<file path="src/hw/switch_pkg.sv">
`default_nettype none

package switch_pkg;

    //////////////////////////////////////////////////////////////////////
    // sizes
    //////////////////////////////////////////////////////////////////////

    localparam int data_width  = 48;                 // header needs more than 32 bits
    localparam int port_num    = 4;
    localparam int port_width  = $clog2(port_num);
    localparam int pri_width   = 3;
    localparam int count_width = 8;                  // payload words per frame
    localparam int crc_width   = 32;

    // whatever is left of the word above the header fields
    localparam int pad_width = data_width - count_width - crc_width - pri_width;

    //////////////////////////////////////////////////////////////////////
    // header and data word
    //////////////////////////////////////////////////////////////////////

    typedef struct packed {
        logic [pad_width-1:0]   pad;    // zero
        logic [count_width-1:0] count;  // payload word count
        logic [crc_width-1:0]   crc;    // expected crc of the payload
        logic [pri_width-1:0]   pri;    // low bits
    } hdr_t;

    // header during poll, payload during send
    typedef union packed {
        hdr_t                  hdr;
        logic [data_width-1:0] word;
    } word_u;

    //////////////////////////////////////////////////////////////////////
    // arbiter result
    //////////////////////////////////////////////////////////////////////

    typedef struct packed {
        logic                  valid;  // one cycle
        logic [port_width-1:0] port;
    } grant_t;

endpackage

`default_nettype wire

</file>
<file path="src/hw/sel_control.sv">
`timescale 1ns/1ps
`default_nettype none

module sel_control #(
    parameter int PORT_NUM   = switch_pkg::port_num,
    parameter int DATA_WIDTH = switch_pkg::data_width
) (
    input  logic                                      clk,
    input  logic                                      rst_n,
    input  switch_pkg::word_u                         data_in,
    input  logic [PORT_NUM-1:0]                       empty,
    input  logic                                      ready,
    input  switch_pkg::grant_t                        grant,
    output logic [PORT_NUM-1:0]                       pending,
    output logic [PORT_NUM*switch_pkg::pri_width-1:0] priorities,
    output logic                                      arb_req,
    output logic [switch_pkg::port_width-1:0]         rd_sel,
    output logic                                      rd_en,
    output logic [DATA_WIDTH-1:0]                     rd_data,
    output logic                                      rd_vld,
    output logic                                      rd_sop,
    output logic                                      rd_eop,
    output logic [DATA_WIDTH-1:0]                     pay_word,
    output logic                                      pay_vld,
    output logic                                      pay_first,
    output logic                                      pay_last,
    output logic [switch_pkg::crc_width-1:0]          exp_crc
);

    localparam int PW = switch_pkg::pri_width;

    localparam logic [1:0] ST_SCAN = 2'd0;
    localparam logic [1:0] ST_ARB  = 2'd1;
    localparam logic [1:0] ST_SEND = 2'd2;

    localparam logic [switch_pkg::port_width-1:0] LAST_PORT =
        switch_pkg::port_width'(PORT_NUM - 1);

    logic [1:0]                         state;
    logic [switch_pkg::port_width-1:0]  scan_ptr;    // port visited in this pass
    logic                               hdr_wait;    // header due on data_in
    logic                               found;       // new header seen this pass
    logic [switch_pkg::port_width-1:0]  gnt_port;
    logic [switch_pkg::count_width-1:0] issue_left;  // reads still to issue
    logic [switch_pkg::count_width-1:0] recv_left;   // words still to arrive
    logic                               first_word;
    logic                               rd_d1;       // payload read one cycle ago

    logic [switch_pkg::crc_width-1:0]   crc_tab [PORT_NUM];
    logic [switch_pkg::count_width-1:0] cnt_tab [PORT_NUM];

    logic eligible;
    logic poll_rd;
    logic scan_step;
    logic send_rd;

    //////////////////////////////////////////////////////////////////////
    // read strobes to the queues
    //////////////////////////////////////////////////////////////////////

    // a port gets polled once per frame, until it is sent
    assign eligible  = !pending[scan_ptr] && !empty[scan_ptr];
    assign poll_rd   = (state == ST_SCAN) && !hdr_wait && eligible && ready;
    assign scan_step = (state == ST_SCAN) && (hdr_wait || !eligible);

    // empty pauses the frame, it picks up again when data is back
    assign send_rd = (state == ST_SEND) && ready && !empty[gnt_port] && (issue_left != '0);

    assign rd_en  = poll_rd || send_rd;
    assign rd_sel = (state == ST_SEND) ? gnt_port : scan_ptr;

    //////////////////////////////////////////////////////////////////////
    // payload toward the crc checker
    //////////////////////////////////////////////////////////////////////

    assign pay_word  = data_in.word;
    assign pay_vld   = rd_d1;
    assign pay_first = rd_d1 && first_word;
    assign pay_last  = rd_d1 && (recv_left == switch_pkg::count_width'(1));
    assign exp_crc   = crc_tab[gnt_port];

    //////////////////////////////////////////////////////////////////////
    // header table
    //////////////////////////////////////////////////////////////////////

    always_ff @(posedge clk) begin
        if (state == ST_SCAN && hdr_wait) begin
            priorities[scan_ptr*PW +: PW] <= data_in.hdr.pri;
            crc_tab[scan_ptr]             <= data_in.hdr.crc;
            cnt_tab[scan_ptr]             <= data_in.hdr.count;
        end
    end

    //////////////////////////////////////////////////////////////////////
    // scan / arbitrate / send
    //////////////////////////////////////////////////////////////////////

    always_ff @(posedge clk or negedge rst_n) begin
        if (!rst_n) begin
            state      <= ST_SCAN;
            scan_ptr   <= '0;
            hdr_wait   <= 1'b0;
            found      <= 1'b0;
            pending    <= '0;
            arb_req    <= 1'b0;
            gnt_port   <= '0;
            issue_left <= '0;
            recv_left  <= '0;
            first_word <= 1'b0;
            rd_d1      <= 1'b0;
        end else begin
            arb_req <= 1'b0;  // single pulse
            rd_d1   <= send_rd;
            case (state)
                ST_SCAN: begin
                    if (poll_rd) hdr_wait <= 1'b1;
                    if (scan_step) begin
                        hdr_wait <= 1'b0;
                        if (hdr_wait) pending[scan_ptr] <= 1'b1;  // header captured
                        if (scan_ptr == LAST_PORT) begin
                            scan_ptr <= '0;
                            found    <= 1'b0;
                            // quiet pass, time to pick a frame
                            if (!found && !hdr_wait && (|pending)) begin
                                arb_req <= 1'b1;
                                state   <= ST_ARB;
                            end
                        end else begin
                            scan_ptr <= scan_ptr + 1'b1;
                            if (hdr_wait) found <= 1'b1;
                        end
                    end
                end

                ST_ARB: begin
                    // grant shows up the cycle after the request
                    if (!arb_req) begin
                        if (!grant.valid) begin
                            state <= ST_SCAN;
                        end else if (cnt_tab[grant.port] == '0) begin
                            pending[grant.port] <= 1'b0;  // nothing to send
                            state               <= ST_SCAN;
                        end else begin
                            gnt_port   <= grant.port;
                            issue_left <= cnt_tab[grant.port];
                            recv_left  <= cnt_tab[grant.port];
                            first_word <= 1'b1;
                            state      <= ST_SEND;
                        end
                    end
                end

                ST_SEND: begin
                    if (send_rd) issue_left <= issue_left - 1'b1;
                    if (pay_vld) begin
                        recv_left  <= recv_left - 1'b1;
                        first_word <= 1'b0;
                    end
                    if (pay_last) begin
                        pending[gnt_port] <= 1'b0;  // entry free again
                        state             <= ST_SCAN;
                    end
                end

                default: state <= ST_SCAN;
            endcase
        end
    end

    //////////////////////////////////////////////////////////////////////
    // output stream
    //////////////////////////////////////////////////////////////////////

    always_ff @(posedge clk or negedge rst_n) begin
        if (!rst_n) begin
            rd_vld <= 1'b0;
            rd_sop <= 1'b0;
            rd_eop <= 1'b0;
        end else begin
            rd_vld <= pay_vld;
            rd_sop <= pay_first;
            rd_eop <= pay_last;  // lines up with crc_err
        end
    end

    always_ff @(posedge clk) begin
        if (pay_vld) rd_data <= pay_word;
    end

endmodule

`default_nettype wire

</file>
<file path="config.mk">
export PLATFORM = sky130hd
export DESIGN_NAME = sel_control
export DESIGN_NICKNAME = d
export VERILOG_FILES = /design/src/hw/switch_pkg.sv /design/src/hw/sel_control.sv
export SDC_FILE = /design/constraint.sdc
export NUM_CORES = 1
export LEC_CHECK = 0
export BUFFER_PORTS_ARGS = -buffer_cell sky130_fd_sc_hd__buf_2
export CORE_MARGIN = 2
export CORE_UTILIZATION = 24
export CTS_BUF_LIST = sky130_fd_sc_hd__clkbuf_8
export DETAILED_ROUTE_END_ITERATION = 8
export PLACE_DENSITY = 0.52
export SLEW_MARGIN = 20
export SYNTH_ARGS = -nofsm -noshare
export SYNTH_HDL_FRONTEND = slang
export SYNTH_SLANG_ARGS = --single-unit
</file>
<file path="constraint.sdc">
create_clock -name clk -period 3.85 [get_ports clk]
set_clock_uncertainty 0.2 [all_clocks]
set_input_delay 0.1925 -clock clk [delete_from_list [all_inputs] [get_ports clk]]
set_output_delay 0.1925 -clock clk [all_outputs]
set_load 0.01 [all_outputs]
</file>
==> out/metrics.csv <==
stage;metric;value;unit
run_status;status;complete, no violations;
floorplan;Die Wd;212;um
logic_synthesis;Ys Warns;0;
logic_synthesis;share of the synthesized area in the top cell type;63.7;%
pwr;maximum vdd drop;0.312;mV
clocking;Worst-Skew Late Latency;0.58;ns
logic_synthesis;asr flop ratio synth;13.4;%
grt;Total Routing Usage GR;11.3;%
logic_synthesis;Seq/Total Area, Yosys;72.0;%
final_layout;share of layout cells above drive strength 1;36.8;%
logic_synthesis;Mapped Avg Cell Area;17.4;um2
placement;number of port buffers;211;
run;Max Cap Viol;0;
critical_path;Worst setup SP type;flip-flop;
sta;RSZ-0062 raised after global routing;no;
final_layout;Layout area overhead;27.1;%
worst_hold_path;Hold Crit Class;in -> async;
floorplan;io pins;212;
route;# DRC;0;
final_layout;NumNets Final;920;
logic_synthesis;xor and xnor fraction of the mapped netlist area;0;%
logic_synthesis;top cell type by total area after synthesis;edfxtp_1;
route;Vias;6203;
route;post-route ant nets;0;
clocking;H-tree depth;2;
final_layout;Non-Filler Instances;1466;
final_layout;area of the multi-input gates;2370;um2
grt;vias in the first global route;6498;
logic_synthesis;Compound-Gate Fraction of Synth Area;5.53;%
logic_synthesis;mux cell area share after synthesis;9.50;%
critical_path;Worst setup EP type;primary output;
sta;TNS Setup;0;ns
floorplan;die area;44900;um2
pwr;P_leak;4.92;nW
critical_path;WP data required;3.46;ns
final_layout;final instance area;13200;um2
clocking;Clock Path Buffers;3;
grt;first-pass GRT wire length;38.2;mm
placement;HPWL Detailed;15.6;mm
grt;antenna violations before repair;0;
final_layout;Reg area;7470;um2
sta;Worst Max-Slew Pin Slew;0.822;ns
clocking;CTS Buf Count;45;
route;initial DRC count;322;
final_layout;most common cell after layout, fill and taps aside;edfxtp_1;
final_layout;commonest cells after routing, fill and taps aside;220 x edfxtp_1, 211 x buf_2, 55 x dlygate4sd3_1;
clocking;post-CTS resize count;0;
placement;# placed instances;1330;
critical_path;crit path DAT;2.89;ns
route;drt wl/cell;17.0;um
floorplan;# rows;76;
logic_synthesis;Synth area leaders;edfxtp_1 64%, dfrtp_1 8.2%, mux4_2 7.8%;
placement;GPL Wtd Cong;0.805;
logic_synthesis;synthesized area;10400;um2
final_layout;final core occ;30.7;%
route;drt pass-1 iters;4;
final_layout;fillcell total;4268;
logic_synthesis;Synth Area in Adders;1.81;%
clocking;CTS Sinks;254;
sta;max frequency;305;MHz
sta;Worst slew margin;45.2;%
grt;GRT Residual Overflow;0;
grt;pin count of the biggest net entering global routing;41;
logic_synthesis;Post-Syn Nets;668;
logic_synthesis;synth unique cells;57;
sta;max-slew violations;0;
pwr;P per Cell Area;624;nW/um2
logic_synthesis;Post-synth EDFFs;220;
route;vias per inst;4.23;
floorplan;Core Footprint;42900;um2
clocking;CTS tree;built;
sta;# setup viols final;0;
critical_path;maximum fanout along the worst path;3;
logic_synthesis;Simple-Gate Fraction of Synth Area;6.00;%
critical_path;Crit Path Category;reg -> out;
clocking;clock slew at reported path FFs;0.06;ns
logic_synthesis;post-synthesis register bit count;254;
sta;Fin. Hold Viols;0;
logic_synthesis;main combinational cell family by area after synthesis;multiplexers;
clocking;Root Buffer;clkbuf_8;
floorplan;starting density of the core;24.2;%
logic_synthesis;Synth Instances;595;
logic_synthesis;dominant synthesized flop cell;edfxtp_1;
placement;Cell Area, Placed;11800;um2
sta;Final Cycle Share;85.2;%
sta;Final min period;3.28;ns
floorplan;DIE HEIGHT;212;um
route;final WL;25.0;mm
synth_stat cells (all sizes together) (2+ instances only):
library cell / number
or2: 2
o211ai: 4
nand2: 15
nor2b: 6
mux2i: 2
nor3b: 3
or4: 2
edfxtp: 220
o21ai: 14
ha: 15
nand4: 2
buf: 57
o32ai: 9
nor2: 18
nand2b: 3
clkbuf: 15
a311oi: 5
a221oi: 5
mux4: 41
nor4: 4
a2bb2oi: 7
or3: 6
mux2: 2
a31oi: 4
and3: 16
inv: 18
a211oi: 7
a21oi: 9
nor3: 7
nor4b: 3
and2: 15
o31ai: 2
dfrtp: 34
nand3: 7
metrics by stage:
stage               power [mW]  hold slack [ns]  worst slack (ns)
CTS                       8.40           0.0137             0.455
global route              8.76           0.0696             0.355
floorplan                 5.17           -0.303             0.960
global placement          6.05            0.138             0.698
detailed placement        6.06            0.136             0.655
finish                    8.21           0.0549             0.571
logic make-up after synthesis:
| group | count (synthesis) |
|---|---|
| adder cells (fa/ha/maj) | 15 |
| AND/OR/NAND/NOR | 112 |
| AO/OA/AOI/OAI | 78 |
| buffers and inverters | 91 |
| multiplexers | 45 |
| flip-flops | 254 |
what timing repair did:
action | 4_1_cts | 5_1_grt
hold buffers | 55 | 0
buffers inserted | 0 | 0
endpoints found under the hold margin | 261 | 0
sequential cells by signal, summed over array words and instances (netlist names), 2 cells and up:
register,cells
priorities,12
state,2
scan_ptr,2
cnt_tab,32
pending,4
crc_tab,128
recv_left,8
gnt_port,2
issue_left,8
rd_data,48
per-layer routing:
layer | wire length (um) | share of wire, % | vias up | GRT usage [%]
met1 | 10700 | 43 | 3124 | 14.1
met3 | 1900 | 7.6 | 43 | 4.06
met2 | 11900 | 47 | 210 | 18.1
met5 | 0 | 0 | - | 0
li1 | - | - | 2826 | -
met4 | 535 | 2.1 | 0 | 3.86
layout make-up:
| type | instances | share of cell area [%] |
|---|---|---|
| clock inverters | 34 | 1.15 |
| repair buffers | 277 | 13.2 |
| flip-flops and latches | 254 | 56.7 |
| inverters | 19 | 0.542 |
| clock buffers | 46 | 4.81 |
| diodes | 1 | 0.0190 |
| well taps | 585 | 5.56 |
| multi-input cells | 250 | 18.0 |
critical path, stage by stage (launching register included):
cell	delay (ns)
dfrtp_4	0.43
mux4_2	0.49
dlygate4sd3_1	0.58
a311oi_1	0.35
and2_1	0.21
nand2b_1	0.11
buf_2	0.13
final timing paths:
kind,startpoint,to,slack [ns],cells after the start
setup reg to reg,gnt_port[0],issue_left[1],0.62,6
max in group asynchronous,rst_n,pay_vld,2.79,2
min in group clk,data_in[43],rd_data[43],0.14,2
hold / removal,rst_n,rd_vld,0.05,2
hold reg to reg,found,found,0.34,2
setup / recovery,gnt_port[0],rd_en,0.57,6
where the power goes:
group / total, mW / leakage, nW / internal [mW] / switching (mW)
Combinational: 2.31 / 2.05 / 1.00 / 1.30
Clock: 2.20 / 0.469 / 1.11 / 1.09
Sequential: 3.70 / 2.40 / 3.44 / 0.265
(Power assumes the default switching activity.)
