[config.mk]
export PLATFORM = sky130hd
export DESIGN_NAME = crc32_check
export DESIGN_NICKNAME = d
export VERILOG_FILES = /design/src/hw/switch_pkg.sv /design/src/hw/crc32_check.sv
export SDC_FILE = /design/constraint.sdc
export NUM_CORES = 1
export LEC_CHECK = 0
export ABC_AREA = 1
export CAP_MARGIN = 20
export CELL_PAD_IN_SITES_DETAIL_PLACEMENT = 0
export CELL_PAD_IN_SITES_GLOBAL_PLACEMENT = 1
export CORE_AREA = 2 2 137 126
export CTS_CLUSTER_DIAMETER = 100
export DETAILED_ROUTE_END_ITERATION = 6
export DIE_AREA = 0 0 139 128
export DONT_BUFFER_PORTS = 1
export PLACE_DENSITY_LB_ADDON = 0.1
export SLEW_MARGIN = 20
export SYNTH_ARGS = -nofsm -noshare
export SYNTH_HDL_FRONTEND = slang
export SYNTH_SLANG_ARGS = --single-unit
export TNS_END_PERCENT = 1
[constraint.sdc]
create_clock -name clk -period 6.8 [get_ports clk]
set_clock_uncertainty 0.1 [all_clocks]
set_input_delay 2.04 -clock clk [delete_from_list [all_inputs] [get_ports clk]]
set_output_delay 2.04 -clock clk [all_outputs]
set_load 0.01 [all_outputs]
[src/hw/switch_pkg.sv]
`default_nettype none

package switch_pkg;

    //////////////////////////////////////////////////////////////////////
    // sizes
    //////////////////////////////////////////////////////////////////////

    localparam int data_width  = 48;                 // header needs more than 32 bits
    localparam int port_num    = 4;
    localparam int port_width  = $clog2(port_num);
    localparam int pri_width   = 3;
    localparam int count_width = 8;                  // payload words per frame
    localparam int crc_width   = 32;

    // whatever is left of the word above the header fields
    localparam int pad_width = data_width - count_width - crc_width - pri_width;

    //////////////////////////////////////////////////////////////////////
    // header and data word
    //////////////////////////////////////////////////////////////////////

    typedef struct packed {
        logic [pad_width-1:0]   pad;    // zero
        logic [count_width-1:0] count;  // payload word count
        logic [crc_width-1:0]   crc;    // expected crc of the payload
        logic [pri_width-1:0]   pri;    // low bits
    } hdr_t;

    // header during poll, payload during send
    typedef union packed {
        hdr_t                  hdr;
        logic [data_width-1:0] word;
    } word_u;

    //////////////////////////////////////////////////////////////////////
    // arbiter result
    //////////////////////////////////////////////////////////////////////

    typedef struct packed {
        logic                  valid;  // one cycle
        logic [port_width-1:0] port;
    } grant_t;

endpackage

`default_nettype wire

[src/hw/crc32_check.sv]
`timescale 1ns/1ps
`default_nettype none

module crc32_check #(
    parameter int DATA_WIDTH = switch_pkg::data_width
) (
    input  logic                            clk,
    input  logic                            rst_n,
    input  logic [DATA_WIDTH-1:0]           pay_word,
    input  logic                            pay_vld,
    input  logic                            pay_first,
    input  logic                            pay_last,
    input  logic [switch_pkg::crc_width-1:0] exp_crc,
    output logic                            crc_err
);

    localparam int CW = switch_pkg::crc_width;
    localparam logic [CW-1:0] POLY = 32'h04C1_1DB7;

    logic [CW-1:0] crc_q;     // running value
    logic [CW-1:0] crc_seed;
    logic [CW-1:0] crc_next;

    // one word, msb first, no reflection
    function automatic logic [CW-1:0] crc_word(
        input logic [CW-1:0] crc_in,
        input logic [CW-1:0] data
    );
        logic [CW-1:0] c;
        logic          fb;
        c = crc_in;
        for (int i = CW - 1; i >= 0; i--) begin
            fb = c[CW-1] ^ data[i];
            c  = {c[CW-2:0], 1'b0};
            if (fb) c = c ^ POLY;
        end
        return c;
    endfunction

    assign crc_seed = pay_first ? '1 : crc_q;  // restart at frame start
    assign crc_next = crc_word(crc_seed, pay_word[CW-1:0]);

    always_ff @(posedge clk or negedge rst_n) begin
        if (!rst_n) begin
            crc_q   <= '1;
            crc_err <= 1'b0;
        end else begin
            crc_err <= 1'b0;  // only pulses with eop
            if (pay_vld) begin
                crc_q <= crc_next;
                if (pay_last) crc_err <= (crc_next != exp_crc);
            end
        end
    end

endmodule

`default_nettype wire

==> results of run 1 <==
## placed cells by master, fill, tap and decap left out, types with 2 or more instances in the layout
cell type and n:
nand3b_1 23, inv_4 3, o21ai_0 23, nand2_4 18, or2_1 2, nor2_1 66
clkbuf_16 5, clkinv_2 2, inv_1 128, dfstp_2 32, xnor2_1 13, nor2_2 13
o21ai_1 3, a31oi_1 10, or2_2 5, xor2_1 38, nand2_2 77, nand3_2 18
inv_2 28, nand2_1 719, nor2_4 10, nand3b_2 2, nand3_1 217, nand4_1 3
## cell families (layout without fill, tap and decap cells)
logic type / count (synthesis) / in the layout / share of synthesized area (%)
AO/OA/AOI/OAI: 39 / 39 / 2.93
XOR/XNOR: 52 / 52 / 6.02
buffers and inverters: 175 / 167 / 9.35
flip-flops: 33 / 33 / 11.3
other: 0 / 1 / 0
AND/OR/NAND/NOR: 1177 / 1177 / 70.4
## per-stage QoR
| step | instances | setup slack [ns] | utilization [%] | hold slack (ns) |
|---|---|---|---|---|
| floorplan | 1476 | 1.79 | - | 0.363 |
| global placement | 1671 | 0.650 | 47.7 | 0.374 |
| detailed placement | 1671 | 0.595 | 47.7 | 0.383 |
| CTS | 1679 | 0.882 | 48.5 | 0.392 |
| global route | 1679 | 0.451 | 48.5 | 0.400 |
| finish | 1680 | 0.786 | 48.5 | 0.393 |
## sequential cells by signal, indices dropped and copies added (netlist names)
name / flops
crc_err: 1
crc_q: 32
## worst paths after layout
check                            endpoint  slack, ns
worst max-delay path              crc_err       0.79
worst min-delay path             crc_q[5]       0.39
worst max register to register    crc_err       2.04
worst min register to register   crc_q[5]       0.39
max in group asynchronous       crc_q[18]       5.06
min in group asynchronous         crc_err       1.36
## tightest hold or removal path: stages (launching register included)
cell     delay [ns]
dfstp_2        0.36
nand2_1        0.05
o21ai_0        0.07
## layer usage
metal  part of all wire [%]  routed length (um)  global-route usage (%)  up-vias
met4                    3.3                 924                    9.27        0
met3                    8.6                2420                    3.88       38
met1                     46               12800                    45.5     3996
li1                       -                   -                       -     4583
met5                      0                   0                       0        -
met2                     43               11900                    47.6      318
## layout make-up
class                   instances  area (sq um)  area share [%]
multi-input cells            1268          6100            76.5
flip-flops and latches         33           866            10.8
inverters                     159           604            7.57
well taps                     211           264            3.31
clock buffers                   5           125            1.57
clock inverters                 3          17.5           0.220
diodes                          1          2.50          0.0314
==> impl_results.md, run 1 <==
* Status: completed
* Largest area contributor in the netlist: nand2_1
* Largest net degree at the start of global routing at 42
* Crit path max-delay family: simple AND/OR/NAND/NOR gates
* Sequential area share after synthesis at 11.3%
* TritonCTS sink count at 33
* Final hold viol count at 0
* Crit path buffers/inverters at 2
* RSZ-0062 raised after global routing: no
* Die Ht at 128 um
* DRC viols at 0
* Core ar. at 0.0164 sq mm
* Post-synth EDFFs at 0
* Total global-route track usage at 31.0%
* Synth top cells by count: nand2_1 (719), nand3_1 (217), inv_1 (128)
* RR Startpoint: crc_q[31]
* Finished Cell Area at 0.00798 sq mm
* CTS Buf Count at 5
* Gpl congestion at 0.963
* Cells after synthesis at 1476
* Hold path depth at 2
* Io pins at 86
* Vias at 8935
* Setup bufs post-CTS at 0
* Setup crit start kind: input pin
* Maximum clock path buffer count at 2
* Die width at 139 um
* Fin crit share at 88.4%
* Top cells by area, synth: nand2_1 (35%), nand3_1 (14%), dfstp_2 (11%)
* R2R depth at 29
* Slowest CP cell: nand2_1
* Vias per inst at 5.32
* Dominant synthesized flop cell: dfstp_2
* Most frequent cell after synthesis: nand2_1
* Max_cap viols at 0
* Initial antenna violation count at 0
* Layout area overhead at 3.84%
* Hold Path Class: flip-flop to flip-flop
* H-tree levels at 2
* Hold Startpoint: crc_q[5]
* First-pass DRT Iterations at 6
* Pins Over Slew Limit at 0
* Netlist cell types at 36
* Critical path origin: pay_first
* First-pass GRT wire length at 42.5 mm
* GRT overflow at 0
* Vias in the first global route at 7511
* WP data required at 6.85 ns
* Final wirelength at 28.1 mm
* Share of cells above drive strength 1 at 15.0%
* FILL cells at 1891
* Most common cell on crit path: nand2_1
* Detailed placement HPWL at 23.6 mm
* Placed cell areas at 0.00784 sq mm
* Fraction of registers with async set/reset at 100%
* Routed len/inst at 16.7 um
* Critical path class: input pin to flip-flop
* Synthesized net count at 1561
* Row cnt at 45
* Resized cells post-CTS at 0
* Synth top area share at 35.1%
* Maximum fanout along the worst path at 40
* Post-CTS Hold Fix Bufs at 0
* Starting Density at 46.7%
* Mapped Avg Cell Area at 5.21 sq um
* Fin nets at 1552
* Crit-path max cell delay at 0.34 ns
* Least-Margin Pin Slew at 1.05 ns
* Clock Tree Root: clkbuf_16
* Synthesis Warnings at 0
* Flops & latches, synth at 33
* CTS clk-pin slew, worst paths at 0.05 ns
* Final ANT Viol Nets at 0
* Minimum clock period after layout at 6.01 ns
* Synthesized cell area at 0.00768 sq mm
* Fmax at 0.166 GHz
* Final Setup Violations at 0
* Slew headroom at 29.9%
* DR iter-0 viols at 919
* WP data arrival at 6.07 ns
* Port bufs at 0
* Clk_lat worst skew at 0.27 ns
* Final setup TNS at 0 ns
* CTS tree: built
* Element type at the critical path end: flip-flop
* Die Area at 0.0178 sq mm
* CP Depth at 30
Power of run 1 is not shown: default switching activity piles up to over one toggle a cycle in this logic, so the estimate is an artifact.
==> run 2, diff against run 1 <==
--- a/config.mk
+++ b/config.mk
@@ -9,10 +9,10 @@
 export CAP_MARGIN = 20
 export CELL_PAD_IN_SITES_DETAIL_PLACEMENT = 0
 export CELL_PAD_IN_SITES_GLOBAL_PLACEMENT = 1
-export CORE_AREA = 2 2 137 126
+export CORE_AREA = 4 4 145 133
 export CTS_CLUSTER_DIAMETER = 100
 export DETAILED_ROUTE_END_ITERATION = 6
-export DIE_AREA = 0 0 139 128
+export DIE_AREA = 0 0 149 137
 export DONT_BUFFER_PORTS = 1
 export PLACE_DENSITY_LB_ADDON = 0.1
 export SLEW_MARGIN = 20
==> constraint.sdc (replaced) <==
create_clock -name clk -period 6.6 [get_ports clk]
set_clock_uncertainty 0.1 [all_clocks]
set_input_delay 1.98 -clock clk [delete_from_list [all_inputs] [get_ports clk]]
set_output_delay 1.98 -clock clk [all_outputs]
set_load 0.01 [all_outputs]
==> run 2 against run 1 <==
- cell count increased by 1.7%
- clock-buffer cell count is 2 higher
- critical path depth decreased by 2
- first-iteration DRC count shrank 17%
- register-to-register slack got worse by 0.29 ns
- non-clock buffer count up 1
- via count fell by 0.84%
- critical path type unchanged
==> impl_results.md, run 2 (same netlist as run 1, synthesis figures left out) <==
* CTS tree: built (unchanged)
* Largest net degree at the start of global routing at 42 (unchanged)
* WP data required at 6.66 ns (was 6.85 ns)
* Fin crit share at 91.3%
* Least-Margin Pin Slew at 0.575 ns (was 1.05 ns)
* DRC viols at 0 (unchanged)
* Row cnt at 46 (was 45)
* Io pins at 86 (unchanged)
* Die width at 149 um (was 139 um)
* Routed len/inst at 17.0 um (was 16.7 um)
* TritonCTS sink count at 33 (unchanged)
* Pins Over Slew Limit at 0 (unchanged)
* Final ANT Viol Nets at 0 (unchanged)
* Max reg flops at 32 (unchanged)
* Fin nets at 1553 (was 1552)
* WP data arrival at 6.08 ns (was 6.07 ns)
* Maximum clock path buffer count at 2 (unchanged)
* Die Ht at 137 um (was 128 um)
* Share of cells above drive strength 1 at 15.0% (about the same)
* Setup crit start kind: input pin (unchanged)
* Clk_lat worst skew at 0.28 ns (was 0.27 ns)
* Gpl congestion at 0.922 (was 0.963)
* GRT overflow at 0 (unchanged)
* Detailed placement HPWL at 24.6 mm (was 23.6 mm)
* CTS clk-pin slew, worst paths at 0.05 ns (about the same)
* Area of the multi-input gates at 0.00610 sq mm (unchanged)
* Resized cells post-CTS at 0 (unchanged)
* RSZ-0062 raised after global routing: no (unchanged)
* Setup bufs post-CTS at 0 (unchanged)
* H-tree levels at 2 (unchanged)
* Total global-route track usage at 28.1% (was 31.0%)
* Port bufs at 0 (unchanged)
* Final hold viol count at 0 (unchanged)
* Core ar. at 0.0176 sq mm (was 0.0164 sq mm)
* Antenna cells at 0 (was 1)
* Starting Density at 43.6% (was 46.7%)
* Most frequent cells in the layout: nand2_1 (719), nand3_1 (217), inv_1 (128), nand2_2 (77), nor2_1 (66) (unchanged)
* Element type at the critical path end: flip-flop (unchanged)
* First-pass DRT Iterations at 5 (was 6)
* Layout area overhead at 5.03% (was 3.84%)
* Regs by FF count: crc_q x32, crc_err x1 (unchanged)
* Storage element area at 866 sq um (unchanged)
* Largest Register: crc_q (unchanged)
* Vias at 8860 (was 8935)
* Status: completed (unchanged)
* Vias in the first global route at 7724 (was 7511)
* Hold Path Class: flip-flop to flip-flop (unchanged)
* Final setup TNS at 0 ns (unchanged)
* Commonest non-fill, non-tap cell in the layout: nand2_1 (unchanged)
* Max_cap viols at 0 (unchanged)
* Final wirelength at 29.1 mm (was 28.1 mm)
* Die Area at 0.0204 sq mm (was 0.0178 sq mm)
* DR iter-0 viols at 764 (was 919)
* Final Setup Violations at 0 (unchanged)
* Maximum fanout along the worst path at 40 (unchanged)
* Fmax at 0.166 GHz
* First-pass GRT wire length at 43.8 mm (was 42.5 mm)
* Critical path class: input pin to flip-flop (unchanged)
* Vias per inst at 5.18 (was 5.32)
* FILL cells at 2016 (was 1891)
* Clock Tree Root: clkbuf_16 (unchanged)
* Minimum clock period after layout at 6.03 ns
* CTS Buf Count at 5 (unchanged)
* Slew headroom at 61.6% (was 29.9%)
* Initial antenna violation count at 1 (was 0)
* Post-CTS Hold Fix Bufs at 0 (unchanged)
==> run 2: cell count changes in the layout (fill, tap and decap cells not counted), sizes merged <==
cell      previous run  this run
buf                  0         1
clkinvlp             1         0
clkinv               2         0
diode                1         0
clkbuf               5         7
bufinv               0         1
==> run 2: final cells by class <==
type	instances	area share, %
Timing Repair Buffer	1	0.341
Inverter	159	7.49
Multi-Input combinational cell	1268	75.6
Clock inverter	1	0.372
Sequential cell	33	10.7
Tap cell	240	3.72
Clock buffer	7	1.77
==> run 2: path summary, 6_finish.rpt <==
check,startpoint,endpoint,slack [ns],cells after the start
min in group asynchronous,rst_n,crc_err,1.30,0
max in group asynchronous,rst_n,crc_q[19],4.93,0
setup / recovery,pay_first,crc_err,0.57,28
setup reg to reg,crc_q[31],crc_err,1.75,29
hold / removal,crc_q[15],crc_q[15],0.38,2
hold reg to reg,crc_q[15],crc_q[15],0.38,2
==> run 2: routing by layer <==
metal  vias to the layer above  wire length, um  track usage [%]
li1                       4599                -                -
met1                      3972            13500             40.3
met2                       262            12800             44.8
met3                        27             2270             4.93
met4                         0              498             4.42
met5                         -                0                0
==> run 2: metrics by stage <==
stage	hold WS, ns	worst slack, ns	std cells	util [%]	instance area (sq um)
final	0.382	0.574	1709	45.8	8070
after global routing	0.414	0.216	1709	45.8	8070
after CTS	0.386	0.712	1708	45.7	8040
after detailed placement	0.378	0.429	1700	44.7	7870
after global placement	0.374	0.467	1700	44.7	7870
after floorplan	0.363	1.65	1476	-	7680
==> run 2: critical path, stage by stage <==
cell and delay (ns):
nor2_1 0.08, nand2_1 0.12, nand2_2 0.30, nand2_1 0.09, nand2_1 0.11, nand2_2 0.14, nand2_1 0.36, nand3_1 0.14
nand2_1 0.19, nand3_1 0.20, nand2_2 0.26, nand2_1 0.11, nand2_1 0.08, nand2_1 0.13, nand2_2 0.19, nand2_1 0.08
nand2_2 0.09, nand2_4 0.09, nand2_4 0.17, nand2_2 0.09, nand2_2 0.20, nand3_1 0.18, nand3_1 0.12, nand2_1 0.05
nor2_1 0.15, nand3_1 0.10, nor2_1 0.16, a21oi_1 0.10
Power of run 2 is left out for the same reason.
